**src/hw/led_matrix_pkg.sv**
```systemverilog
package led_matrix_pkg;

    // Panel geometry, scanned as two halves of 8 rows
    localparam int PANEL_WIDTH       = 32;
    localparam int PANEL_HALF_HEIGHT = 8;
    localparam int COL_W             = 5;
    localparam int ROW_W             = 3;
    localparam int PIX_ADDR_W        = 9;  // Row * 32 + column
    localparam int BYTE_ADDR_W       = 10; // Two bytes per pixel
    localparam int FB_WORDS          = 1 << PIX_ADDR_W;

    localparam logic [COL_W-1:0] COL_LAST = COL_W'(PANEL_WIDTH - 1);
    localparam logic [ROW_W-1:0] ROW_LAST = ROW_W'(PANEL_HALF_HEIGHT - 1);
    localparam logic [PIX_ADDR_W-1:0] BOT_OFFSET = PIX_ADDR_W'(PANEL_HALF_HEIGHT * PANEL_WIDTH);

    // Brightness planes, binary weighted
    localparam int NUM_PLANES = 5;
    localparam int PLANE_W    = 3;
    localparam logic [PLANE_W-1:0] PLANE_LAST = PLANE_W'(NUM_PLANES - 1);

    // rgb565 field positions, green uses its upper 5 bits
    localparam int RED_LSB   = 11;
    localparam int GREEN_LSB = 5;
    localparam int BLUE_LSB  = 0;

    // UART bit timing
    localparam int CLKS_PER_BIT = 8;
    localparam int UART_CNT_W   = $clog2(CLKS_PER_BIT);
    localparam logic [UART_CNT_W-1:0] TICK_LAST = UART_CNT_W'(CLKS_PER_BIT - 1);
    localparam logic [UART_CNT_W-1:0] TICK_HALF = UART_CNT_W'(CLKS_PER_BIT / 2 - 1);

    localparam logic [7:0] CMD_FRAME  = 8'h46; // 1024 image bytes follow
    localparam logic [7:0] CMD_BRIGHT = 8'h42; // One plane mask byte follows

    // Display window of plane p is OE_UNIT << p cycles
    localparam int OE_UNIT = 4;
    localparam int SHOW_W  = $clog2(OE_UNIT << NUM_PLANES);
    localparam logic [SHOW_W-1:0] OE_UNIT_LEN = SHOW_W'(OE_UNIT);

endpackage

```
**src/hw/uart_rx.sv**
```systemverilog
`timescale 1ns/100ps

module uart_rx (
    input  logic       clk_in,
    input  logic       rst_n,
    input  logic       rx,
    output logic [7:0] rx_data,
    output logic       rx_valid
);

    typedef enum logic [1:0] {
        RX_IDLE,
        RX_START,
        RX_DATA,
        RX_STOP
    } rx_state_t;

    rx_state_t                               state;
    logic                                    rx_meta;
    logic                                    rx_sync;
    logic [led_matrix_pkg::UART_CNT_W-1:0]   tick;
    logic [2:0]                              bit_idx;

    // Line idles high
    always_ff @(posedge clk_in or negedge rst_n) begin
        if (!rst_n) begin
            rx_meta <= 1'b1;
            rx_sync <= 1'b1;
        end else begin
            rx_meta <= rx;
            rx_sync <= rx_meta;
        end
    end

    always_ff @(posedge clk_in or negedge rst_n) begin
        if (!rst_n) begin
            state    <= RX_IDLE;
            tick     <= '0;
            bit_idx  <= '0;
            rx_valid <= 1'b0;
        end else begin
            rx_valid <= 1'b0;
            tick     <= tick + 1'b1;
            case (state)
                RX_IDLE: begin
                    tick    <= '0;
                    bit_idx <= '0;
                    if (!rx_sync) state <= RX_START;
                end
                RX_START: if (tick == led_matrix_pkg::TICK_HALF) begin
                    tick  <= '0;
                    state <= rx_sync ? RX_IDLE : RX_DATA; // Glitch, not a start bit
                end
                RX_DATA: if (tick == led_matrix_pkg::TICK_LAST) begin
                    bit_idx <= bit_idx + 1'b1;
                    if (bit_idx == 3'd7) state <= RX_STOP;
                end
                RX_STOP: if (tick == led_matrix_pkg::TICK_LAST) begin
                    rx_valid <= rx_sync; // Framing error drops the byte
                    state    <= RX_IDLE;
                end
                default: state <= RX_IDLE;
            endcase
        end
    end

    // LSB first, sampled mid bit
    always_ff @(posedge clk_in) begin
        if (state == RX_DATA && tick == led_matrix_pkg::TICK_LAST) rx_data <= {rx_sync, rx_data[7:1]};
    end

endmodule

```
**config.mk**
```make
export PLATFORM = sky130hd
export DESIGN_NAME = uart_rx
export DESIGN_NICKNAME = d
export VERILOG_FILES = /design/src/hw/led_matrix_pkg.sv /design/src/hw/uart_rx.sv
export SDC_FILE = /design/constraint.sdc
export NUM_CORES = 1
export LEC_CHECK = 0
export ABC_AREA = 1
export BUFFER_PORTS_ARGS = -buffer_cell sky130_fd_sc_hd__buf_2
export CAP_MARGIN = 20
export CORE_MARGIN = 5
export CORE_UTILIZATION = 52
export DETAILED_ROUTE_END_ITERATION = 16
export PLACE_DENSITY = 0.73
export SETUP_SLACK_MARGIN = 0.5
export SYNTH_ARGS = -nofsm -noshare
export SYNTH_HDL_FRONTEND = slang
export SYNTH_SLANG_ARGS = --single-unit
```
**constraint.sdc**
```tcl
create_clock -name clk_in -period 1.35 [get_ports clk_in]
set_input_delay 0 -clock clk_in [delete_from_list [all_inputs] [get_ports clk_in]]
set_output_delay 0 -clock clk_in [all_outputs]
set_load 0.01 [all_outputs]
```
# --- Word-level counts from Yosys, hierarchy flattened ---
# Index checks and enable logic that the tools add are counted.
word_totals:
  output_inout_bits: 9
  inputBits: 3
  mem_bits_rw: 0
  latch_bits: 0
  register_bits: 19
  word_cells: 38
  n_memories: 0
  mem_bits_ro: 0
classes:
  n_reduce_logical: 5
  magnitude_cmp: 0
  shift: 0
  addsub: 2
  div: 0
  multipliers: 0
  n_eq_ne: 11
  bitwise_logic: 0
  mux: 13
ops:
  columns: ["operator", "n"]
  rows:
  - ["2-bit two-way mux", 6]
  - ["3-bit case mux with 2 select lines", 2]
  - ["2-bit != test, second input constant", 5]
  - ["2-bit case mux with 4 select lines", 1]
  - ["3-bit by 1-bit adder with 3-bit output, second input constant", 2]
  - ["3-bit equality test, second input constant", 2]
  - ["3-bit two-way mux", 2]
  - ["5-bit AND reduction", 1]
  - ["2-bit equality test, second input constant", 2]
  - ["3-bit by 2-bit equality test with 1-bit output, second input constant", 1]
  - ["2-bit by 1-bit equality test with 1-bit output, second input constant", 1]
  - ["2-bit zero test", 1]
  - ["1-bit two-way mux", 2]
  - ["2-bit AND reduction", 1]
  - ["2-bit nonzero test", 1]
  - ["1-bit logical AND", 1]

# --- Logic depth before layout (Yosys ltp) ---
# Gate-level depths: netlist of run 1.
depth:
  word_depth: 4
  depth_mapped: 9
  depth_no_buf: 9

# --- Least setup slack after synthesis of run 1 ---
# No wires, ideal clock.
synth_timing:
  path_type: "register to register"
  startpoint: "reg tick[0] (netlist bit)"
  endpoint: "reg bit_idx[0]"
  path_stages_with_launch: 8
  arrival_ns: 1.174
  setup_ns: 0.083
  required_time_ns: 1.267
  synth_period_minus_slack_ns: 1.256
  n_path_buf: 0
  slack_ns: 0.094
  path_cell_list: "dfrtp_1 -> ha_1 -> ha_1 -> nand2_1 -> inv_2 -> nor2_2 -> nand2_1 -> o21ai_0"
synth_via:
  elab_chain_len: 3
synth_lines:
  columns: ["element", "line_no", "source"]
  rows:
  - ["from (decl)", "uart_rx.sv:21", "logic [led_matrix_pkg::UART_CNT_W-1:0] tick;"]
  - ["from (signal assigned)", "uart_rx.sv:43", "tick <= tick + 1'b1;"]
  - ["3-bit equality test", "uart_rx.sv:54", "RX_DATA: if (tick == led_matrix_pkg::TICK_LAST) begin"]
  - ["2-bit != test (no source line)", null, null]
  - ["2-bit AND reduction (no source line)", null, null]
  - ["to (signal assigned)", "uart_rx.sv:55", "bit_idx <= bit_idx + 1'b1;"]
  - ["to (decl)", "uart_rx.sv:22", "logic [2:0] bit_idx;"]
# No other way between the ends.
# A chain may end at the register's enable or synchronous reset.

# --- Worst setup path after layout of run 1 ---
layout_timing:
  startpoint: "reg bit_idx[1]"
  endpoint: "reg state[0]"
layout_via:
  elab_chain_len: 3
layout_lines:
  columns: ["element", "line_no", "source"]
  rows:
  - ["3-bit equality test", "uart_rx.sv:56", "if (bit_idx == 3'd7) state <= RX_STOP;"]
  - ["2-bit != test (no source line)", null, null]
  - ["5-bit AND reduction (no source line)", null, null]
  - ["to (signal assigned)", "uart_rx.sv:52", "state <= rx_sync ? RX_IDLE : RX_DATA;"]
  - ["to (decl)", "uart_rx.sv:18", "rx_state_t state;"]
# No other way between the ends.

==> qor.yml, run 1 <==
worstPathBufferInverterCount: 0
crit-reg2reg-launch: "bit_idx[1]"
synth_edf_count: 8
routed-via-count: 570
route.final.wire_length_mm: 1.69
clock_path_buffers: 2
syn-num-nets: 75
worstHoldPathType: "in -> async"
yosysUniqueCellTypes: 17
p_int_mw: 1.06
timing.critical_path.cells: "ha_2 > ha_4 > o21ai_4 > nand2_1 > nand2_1 > nand2_1 > nand2_1"
clock_skew_ns: 0.00432
total_power_consumption_of_the_routed_design_mw: 1.70
regArea_um2: 520
ant_nets: 0
gpl.final_weighted_congestion: 0.716
critical-path-top-cell-by-count: "sky130_fd_sc_hd__nand2_1"
synth_xor_xnor_area_share: 0
synth.area.top_cells: "sky130_fd_sc_hd__edfxtp_1, sky130_fd_sc_hd__dfrtp_1, sky130_fd_sc_hd__ha_1"
synthesis.yosys.warnings: 0
cts.root.buffer_cell: "sky130_fd_sc_hd__clkbuf_4"
final.period_utilization: 0.968
synth_seq_area_share: 0.661
synthesized_area_fraction_occupied_by_ao_oa_aoi_and_oai_cells: 0.0415
max-vdd-ir-drop_mv: 1.08
die_area_mm2: 0.00238
worst_ep_required_time_ns: 1.60
place_inst: 93
vias_per_cell: 5.14
antenna_diodes: 0
floorplan.rows: 14
synth.top_cell.area_share: 0.307
worst-setup-path-type: "reg -> reg"
post_synth_fa_ha_maj_area_fraction: 0.0958
max_freq_mhz: 765
stdcell_count: 111
synthCells: 66
combinational_family_with_the_most_area_after_synthesis: "simple AND/OR/NAND/NOR gates"
switching_share: 0.374
die_y_um: 48.8
rsz_0062_raised_after_global_routing: "true"
port_buffers: 11
syn_avg_cell_area_um2: 11.9
net-switching-power_uw: 636
post-route-drc-count: 0
drt-pass1-iter-count: 3
fillers: 93
timing.critical_path.from_type: "flip-flop"
share_seq_of_total_power: 0.467
cap_violations: 0
first_global_vias: 637
grt_first_pass_wirelength_mm: 2.90
critPathLaunch: "bit_idx[1]"
io-pin-count: 12
dp.final_hpwl_mm: 1.05
initial_detailed_routing_violation_count: 11
multi_input_comb_area_um2: 352
yosys.area_share.simple: 0.153
cell_at_the_slowest_stage_of_the_critical_path: "sky130_fd_sc_hd__dfrtp_1"
postSynth.topFlopCell: "sky130_fd_sc_hd__dfrtp_1"
comb_power_share: 0.364
clock_sinks: 19
area_delta_synth_final_pct: 44.9
timing.slew.headroom: 0.830
tightestPinTransition_ns: 0.255
run_status: "finished clean"
global_route.overflow_total: 0
number_of_buffers_added_by_the_clock_tree_synthesis_step: 3
clock_latency_on_the_worst_skew_pair_ns: 0.30
final_hold_viol_count: 0
timing.critical_path.slowest_cell_delay_ns: 0.40
yosys.area.top_type: "sky130_fd_sc_hd__edfxtp_1"
critPathTopFamily: "flip-flops"
core_region_area_mm2: 0.00147
worstPathMaxFanout: 2
dieWidth_um: 48.8
finalSetupViolCount: 0
start_util: 0.532
synthMuxAreaShare: 0
nets: 105
end_kind: "flip-flop"
timing_max_transition_violations_final: 0
final_layout_size_suffix_gt1_frac: 0.568
yosys_register_bits: 19
grt_start_max_net_pins: 12
asyncSetResetFlopFracSynth: 0.579
clock_power_share: 0.168
synthMostInstantiatedCell: "sky130_fd_sc_hd__nand2_1"
netlist_top_cells_count: "sky130_fd_sc_hd__nand2_1, sky130_fd_sc_hd__dfrtp_1, sky130_fd_sc_hd__edfxtp_1"
period_needed_ns: 1.31
tritoncts_clock_tree: "built"
grt_antenna_before_repair: 0
wl_per_cell_um: 15.2
syn-cell-area_um2: 783
all_layer_gr_usage: 0.158
clkTransAtPathRegs_ns: 0.10
power_per_cell_area_mw_per_mm2: 1500
htreeDepth: 1
leakage_power_of_the_design_nw: 0.497
critPathArrivalTime_ns: 1.55
-- per-layer routing --
layer	up-vias	routed length, um	GRT usage
met5	-	0	0
met4	0	38	0.0942
met3	4	72	0.0459
met2	15	953	0.272
met1	273	620	0.167
li1	278	-	-
-- cell usage in the layout (no fill, tap or decap), types with 2 or more instances in the layout --
master and instances:
sky130_fd_sc_hd__inv_1 2, sky130_fd_sc_hd__a21oi_2 2, sky130_fd_sc_hd__dfstp_2 2, sky130_fd_sc_hd__buf_4 12
sky130_fd_sc_hd__inv_4 3, sky130_fd_sc_hd__nand2_1 16, sky130_fd_sc_hd__ha_4 4, sky130_fd_sc_hd__dfrtp_1 7
sky130_fd_sc_hd__ha_2 2, sky130_fd_sc_hd__dlygate4sd3_1 2, sky130_fd_sc_hd__inv_2 2, sky130_fd_sc_hd__clkbuf_4 3
sky130_fd_sc_hd__edfxtp_1 8, sky130_fd_sc_hd__dfrtp_2 2, sky130_fd_sc_hd__buf_2 10
-- power groups by stage --
| stage | logic [mW] | registers (mW) | clock network, mW |
|---|---|---|---|
| finish | 0.620 | 0.795 | 0.286 |
| global route | 0.690 | 0.809 | 0.320 |
| CTS | 0.534 | 0.776 | 0.294 |
| detailed placement | 0.436 | 0.779 | 0 |
| global placement | 0.400 | 0.774 | 0 |
| floorplan | 0.372 | 0.734 | 0 |
-- layout make-up --
type / instances / share of cell area
Clock buffer: 4 / 0.0232
Inverter: 7 / 0.0342
Multi-Input combinational cell: 39 / 0.310
Sequential cell: 19 / 0.459
Tap cell: 16 / 0.0176
Timing Repair Buffer: 25 / 0.151
Timing Repair inverter: 1 / 0.00551
-- repair_timing --
item,in CTS,in global routing
buffers inserted,8,3
setup endpoints to repair,24,26
endpoints found under the hold margin,12,0
gates resized for setup,8,15
gates cloned,1,0
hold buffers,2,0
pin swaps,4,7
-- sequential cells by signal, indices dropped and copies added, names as in the netlist, named ones only --
name	flops
rx_sync	1
rx_meta	1
state	1
tick	3
rx_data	8
rx_valid	1
bit_idx	3
-- kinds of logic (layout without fill, tap and decap cells) --
logic type      count (synthesis)  in the layout
simple gates                   27             27
flops                          19             19
buf+inv                         8             37
fa+ha+maj                       6              6
compound gates                  6              6
-- metrics by stage --
step	hold slack, ns	setup slack [ns]	util	setup TNS [ns]	area, um2
3_5_place_dp	-0.114	0.0370	0.622	0	915
3_3_place_gp	-0.116	0.123	0.622	0	915
5_1_grt	0.110	-0.0636	0.771	-0.0636	1130
2_1_floorplan	-0.296	0.183	-	0	843
6_report	0.0799	0.0429	0.771	0	1130
4_1_cts	0.0843	0.0664	0.715	0	1050
-- path summary, 6_finish.rpt --
kind / to / slack [ns] / cells past startpoint
max: state[0] / 0.04 / 7
min: state[0] / 0.08 / 2
max reg2reg: state[0] / 0.04 / 7
min reg2reg: rx_sync / 0.36 / 0
max in group asynchronous: rx_sync / 1.00 / 2
min in group clk_in: rx_meta / 0.34 / 2
No activity file was read; power rests on OpenSTA's default activity.
==> run 2, diff against run 1 <==
==> constraint.sdc (replaced) <==
create_clock -name clk_in -period 1.35 [get_ports clk_in]
set_input_delay 0.27 -clock clk_in [delete_from_list [all_inputs] [get_ports clk_in]]
set_output_delay 0.27 -clock clk_in [all_outputs]
set_load 0.01 [all_outputs]
==> qor.yml, run 2 (same netlist as run 1, synthesis figures left out) <==
drt-pass1-iter-count: 4
ant_nets: 0
timing.critical_path.slowest_cell_delay_ns: 0.42
floorplan.rows: 14
critical-path-top-cell-by-count: "sky130_fd_sc_hd__nand2_1"
worst_ep_required_time_ns: 1.59
tritoncts_clock_tree: "built"
io-pin-count: 12
hold_depth: 1
all_layer_gr_usage: 0.158
timing.reg2reg.worst_path_depth: 9
route.final.wire_length_mm: 1.79
tns_ns: 0
final_layout_size_suffix_gt1_frac: 0.592
grt_first_pass_wirelength_mm: 2.90
final_hold_viol_count: 0
first_global_vias: 628
worstPathMaxFanout: 3
cts.root.buffer_cell: "sky130_fd_sc_hd__clkbuf_4"
timing_max_transition_violations_final: 0
area_delta_synth_final_pct: 47.4
timing.critical_path.from_type: "flip-flop"
antenna_diodes: 0
cap_violations: 0
tightestPinTransition_ns: 0.258
vias_per_cell: 5.15
finish.instance_area_mm2: 0.00115
dp.final_hpwl_mm: 1.05
gpl.final_weighted_congestion: 0.716
htreeDepth: 1
critPathLaunch: "tick[0]"
clock_sinks: 19
period_needed_ns: 1.30
max_freq_mhz: 771
routed-via-count: 587
regToRegSetupSlack_ns: 0.05
critPathTopFamily: "flip-flops"
dieWidth_um: 48.8
worst-setup-path-type: "reg -> reg"
min_from: "rx"
run_status: "finished clean"
final.period_utilization: 0.960
most-common-layout-cells: "sky130_fd_sc_hd__nand2_1, sky130_fd_sc_hd__buf_4, sky130_fd_sc_hd__buf_2"
die_y_um: 48.8
clock_path_buffers: 2
preCtsSetupSlack_ns: 0.0370
worstHoldPathType: "in -> reg"
global_route.overflow_total: 0
core_region_area_mm2: 0.00147
grt_antenna_before_repair: 0
final_cell_utilization_of_the_core: 0.785
grt_start_max_net_pins: 12
die_area_mm2: 0.00238
worstPathBufferInverterCount: 2
finalSetupViolCount: 0
leakage_power_of_the_design_nw: 0.512
timing.critical_path.cells: "ha_4 > ha_4 > inv_4 > nand3_4 > nand2_4 > inv_4 > nand2_1 > nand2_1 > nand2_1"
number_of_buffers_added_by_the_clock_tree_synthesis_step: 3
largest_register_ffs: 8
post-route-drc-count: 0
total_power_consumption_of_the_routed_design_mw: 1.70
dpl_cell_area_um2: 915
initial_detailed_routing_violation_count: 11
max-vdd-ir-drop_mv: 1.06
crit-reg2reg-launch: "tick[0]"
clock_skew_ns: 0.00335
wl_per_cell_um: 15.7
slack_of_the_critical_path_ns: 0.0534
cell_at_the_slowest_stage_of_the_critical_path: "sky130_fd_sc_hd__dfrtp_1"
nets: 108
rsz_0062_raised_after_global_routing: "true"
clkTransAtPathRegs_ns: 0.10
min_delay_worst_endpoint: "rx_meta"
timing.slew.headroom: 0.828
power_per_cell_area_mw_per_mm2: 1470
biggest_regs: "rx_data: 8 flops, bit_idx: 3 flops, tick: 3 flops"
registers.top_by_ff_count: "rx_data"
clock_latency_on_the_worst_skew_pair_ns: 0.30
start_util: 0.532
reg2reg_to: "state[0]"
end_kind: "flip-flop"
critPathArrivalTime_ns: 1.54
port_buffers: 11
==> run 2: worst max-delay path by stage <==
stage          slack, ns        end  cells after the start
2_1_floorplan       0.18  flip-flop                      8
3_3_place_gp        0.12  flip-flop                      6
3_5_place_dp        0.04  flip-flop                      7
4_1_cts             0.07  flip-flop                      9
5_1_grt            -0.02   state[0]                      9
6_report            0.05   state[0]                      9
==> run 2: stage by stage <==
| stage | hold slack, ns | cells |
|---|---|---|
| floorplan | -0.0256 | 66 |
| global placement | 0.154 | 93 |
| detailed placement | 0.156 | 93 |
| CTS | 0.0491 | 107 |
| global route | 0.0463 | 114 |
| finish | 0.0601 | 114 |
==> run 2: final cells by class <==
type / count / area [um2]
Multi-Input combinational cell: 39 / 352
Inverter: 7 / 38.8
Tap cell: 16 / 20.0
Timing Repair inverter: 1 / 6.26
Fill cell: 89 / 317
Timing Repair Buffer: 28 / 191
Clock buffer: 4 / 26.3
Sequential cell: 19 / 520
==> run 2: timing repair <==
action / CTS / global route
endpoints found under the hold margin: 9 / 0
setup endpoints to repair: 26 / 26
hold buffers: 1 / 0
pin swaps: 4 / 7
setup buffers: 8 / 7
resized for setup: 8 / 15
gates cloned: 1 / 0
==> run 2: power by group <==
part | internal, mW | switching [mW]
clock | 0.115 | 0.169
combinational | 0.274 | 0.345
sequential | 0.674 | 0.125
==> run 2: layer usage <==
metal | GRT usage | part of all wire
met1 | 0.169 | 0.38
met2 | 0.274 | 0.58
met3 | 0.0428 | 0.035
met4 | 0.0897 | 0.010
met5 | 0 | 0
==> run 3, diff against run 2 <==
Settings changed: MAX_ROUTING_LAYER set to met4.
==> qor.yml, run 3 (same netlist as run 1, synthesis figures left out) <==
run_status: "finished clean"
clkTransAtPathRegs_ns: 0.10
clock_skew_ns: 0.00122
finish.instance_area_mm2: 0.00115
regToRegSetupSlack_ns: 0.05
timing.slew.headroom: 0.828
area_delta_synth_final_pct: 47.4
grt_start_max_net_pins: 12
hold_depth: 1
timing.hold.ws_ns: 0.0581
tns_ns: 0
route.final.wire_length_mm: 1.78
number_of_buffers_added_by_the_clock_tree_synthesis_step: 3
crit-reg2reg-launch: "tick[0]"
global_route.peak_usage_layer: "met2"
largest_register_ffs: 8
biggest_regs: "rx_data: 8 flops, bit_idx: 3 flops, tick: 3 flops"
share_seq_of_total_power: 0.468
stdcell_count: 114
port_buffers: 11
critPathLaunch: "tick[0]"
drt-pass1-iter-count: 3
dpl_cell_area_um2: 915
nets: 108
htreeDepth: 1
min_from: "rx"
routed-via-count: 583
clock_power_share: 0.168
die_area_mm2: 0.00238
rsz_0062_raised_after_global_routing: "true"
max_freq_mhz: 771
worst_ep_required_time_ns: 1.59
global_route.overflow_total: 0
most-common-layout-cells: "sky130_fd_sc_hd__nand2_1, sky130_fd_sc_hd__buf_4, sky130_fd_sc_hd__buf_2"
clock_latency_on_the_worst_skew_pair_ns: 0.30
ant_nets: 0
io-pin-count: 12
core_region_area_mm2: 0.00147
antenna_diodes: 0
final_layout_size_suffix_gt1_frac: 0.592
initial_detailed_routing_violation_count: 10
power_per_cell_area_mw_per_mm2: 1480
comb_power_share: 0.364
met2_layer_usage_reported_by_global_route: 0.274
clock_path_buffers: 2
use_met3: 0.0428
all_layer_gr_usage: 0.162
timing_max_transition_violations_final: 0
wl_per_cell_um: 15.6
net-switching-power_uw: 641
die_y_um: 48.8
total_power_consumption_of_the_routed_design_mw: 1.70
final_hold_viol_count: 0
dp.final_hpwl_mm: 1.05
critPathArrivalTime_ns: 1.54
grt_antenna_before_repair: 0
post-route-drc-count: 0
finalSetupViolCount: 0
period_needed_ns: 1.30
reg2reg_to: "state[0]"
registers.top_by_ff_count: "rx_data"
final.period_utilization: 0.961
place_inst: 93
clock_sinks: 19
p_int_mw: 1.06
max-vdd-ir-drop_mv: 1.07
grt_first_pass_wirelength_mm: 2.90
met1_usage: 0.169
dieWidth_um: 48.8
tightestPinTransition_ns: 0.258
floorplan.rows: 14
leakage_power_of_the_design_nw: 0.512
switching_share: 0.376
cts.root.buffer_cell: "sky130_fd_sc_hd__clkbuf_4"
worstHoldPathType: "in -> reg"
first_global_vias: 628
gpl.final_weighted_congestion: 0.724
end_kind: "flip-flop"
cap_violations: 0
timing.critical_path.from_type: "flip-flop"
worstPathMaxFanout: 3
start_util: 0.532
vias_per_cell: 5.11
timing.reg2reg.worst_path_depth: 9
worst-setup-path-type: "reg -> reg"
min_delay_worst_endpoint: "rx_meta"
tritoncts_clock_tree: "built"
-- run 3: cell counts in the layout (fill, tap and decap cells not counted) --
Identical to the previous run, type by type.
-- run 3: worst max path at each step --
stage	cells past startpoint	end
after floorplan	8	flip-flop
final	9	state[0]
after detailed placement	7	flip-flop
after CTS	9	flip-flop
after global routing	7	state[0]
after global placement	6	flip-flop
-- run 3: critical path, stage by stage (launching register included) --
cell                      delay (ns)
sky130_fd_sc_hd__dfrtp_1        0.42
sky130_fd_sc_hd__ha_4           0.19
sky130_fd_sc_hd__ha_4           0.16
sky130_fd_sc_hd__inv_4          0.05
sky130_fd_sc_hd__nand3_4        0.09
sky130_fd_sc_hd__nand2_4        0.11
sky130_fd_sc_hd__inv_4          0.04
sky130_fd_sc_hd__nand2_1        0.07
sky130_fd_sc_hd__nand2_1        0.05
sky130_fd_sc_hd__nand2_1        0.06
-- run 3: area by class of cell --
cell class	instances	area, um2
sequential	19	520
multi-input combinational	39	352
fill	89	317
timing repair buffer	28	191
inverter	7	38.8
clock buffer	4	26.3
tap	16	20.0
timing repair inverter	1	6.26
-- run 3: power by group through the flow --
stage,logic (mW),clock network [mW],registers (mW)
after floorplan,0.372,0,0.734
after global placement,0.400,0,0.774
after detailed placement,0.436,0,0.779
after CTS,0.532,0.294,0.776
after global routing,0.686,0.316,0.813
final,0.620,0.286,0.798
-- run 3: timing repair --
| action | in CTS | in global routing |
|---|---|---|
| gates resized for setup | 8 | 15 |
| pin swaps | 4 | 7 |
| hold buffers | 1 | 0 |
| hold endpoints to repair | 9 | 0 |
| buffers inserted | 8 | 7 |
| endpoints found under the setup margin | 26 | 26 |
| cloned | 1 | 0 |
-- run 3: metal layers --
metal | routed length [um] | vias to the layer above
li1 | - | 281
met1 | 677 | 289
met2 | 1030 | 11
met3 | 50 | 2
met4 | 18 | 0
met5 | 0 | -
-- run 3: through the flow --
step	util	setup WS (ns)
floorplan	-	0.183
CTS	0.708	0.0664
finish	0.785	0.0530
detailed placement	0.622	0.0370
global placement	0.622	0.123
global route	0.785	-0.0269
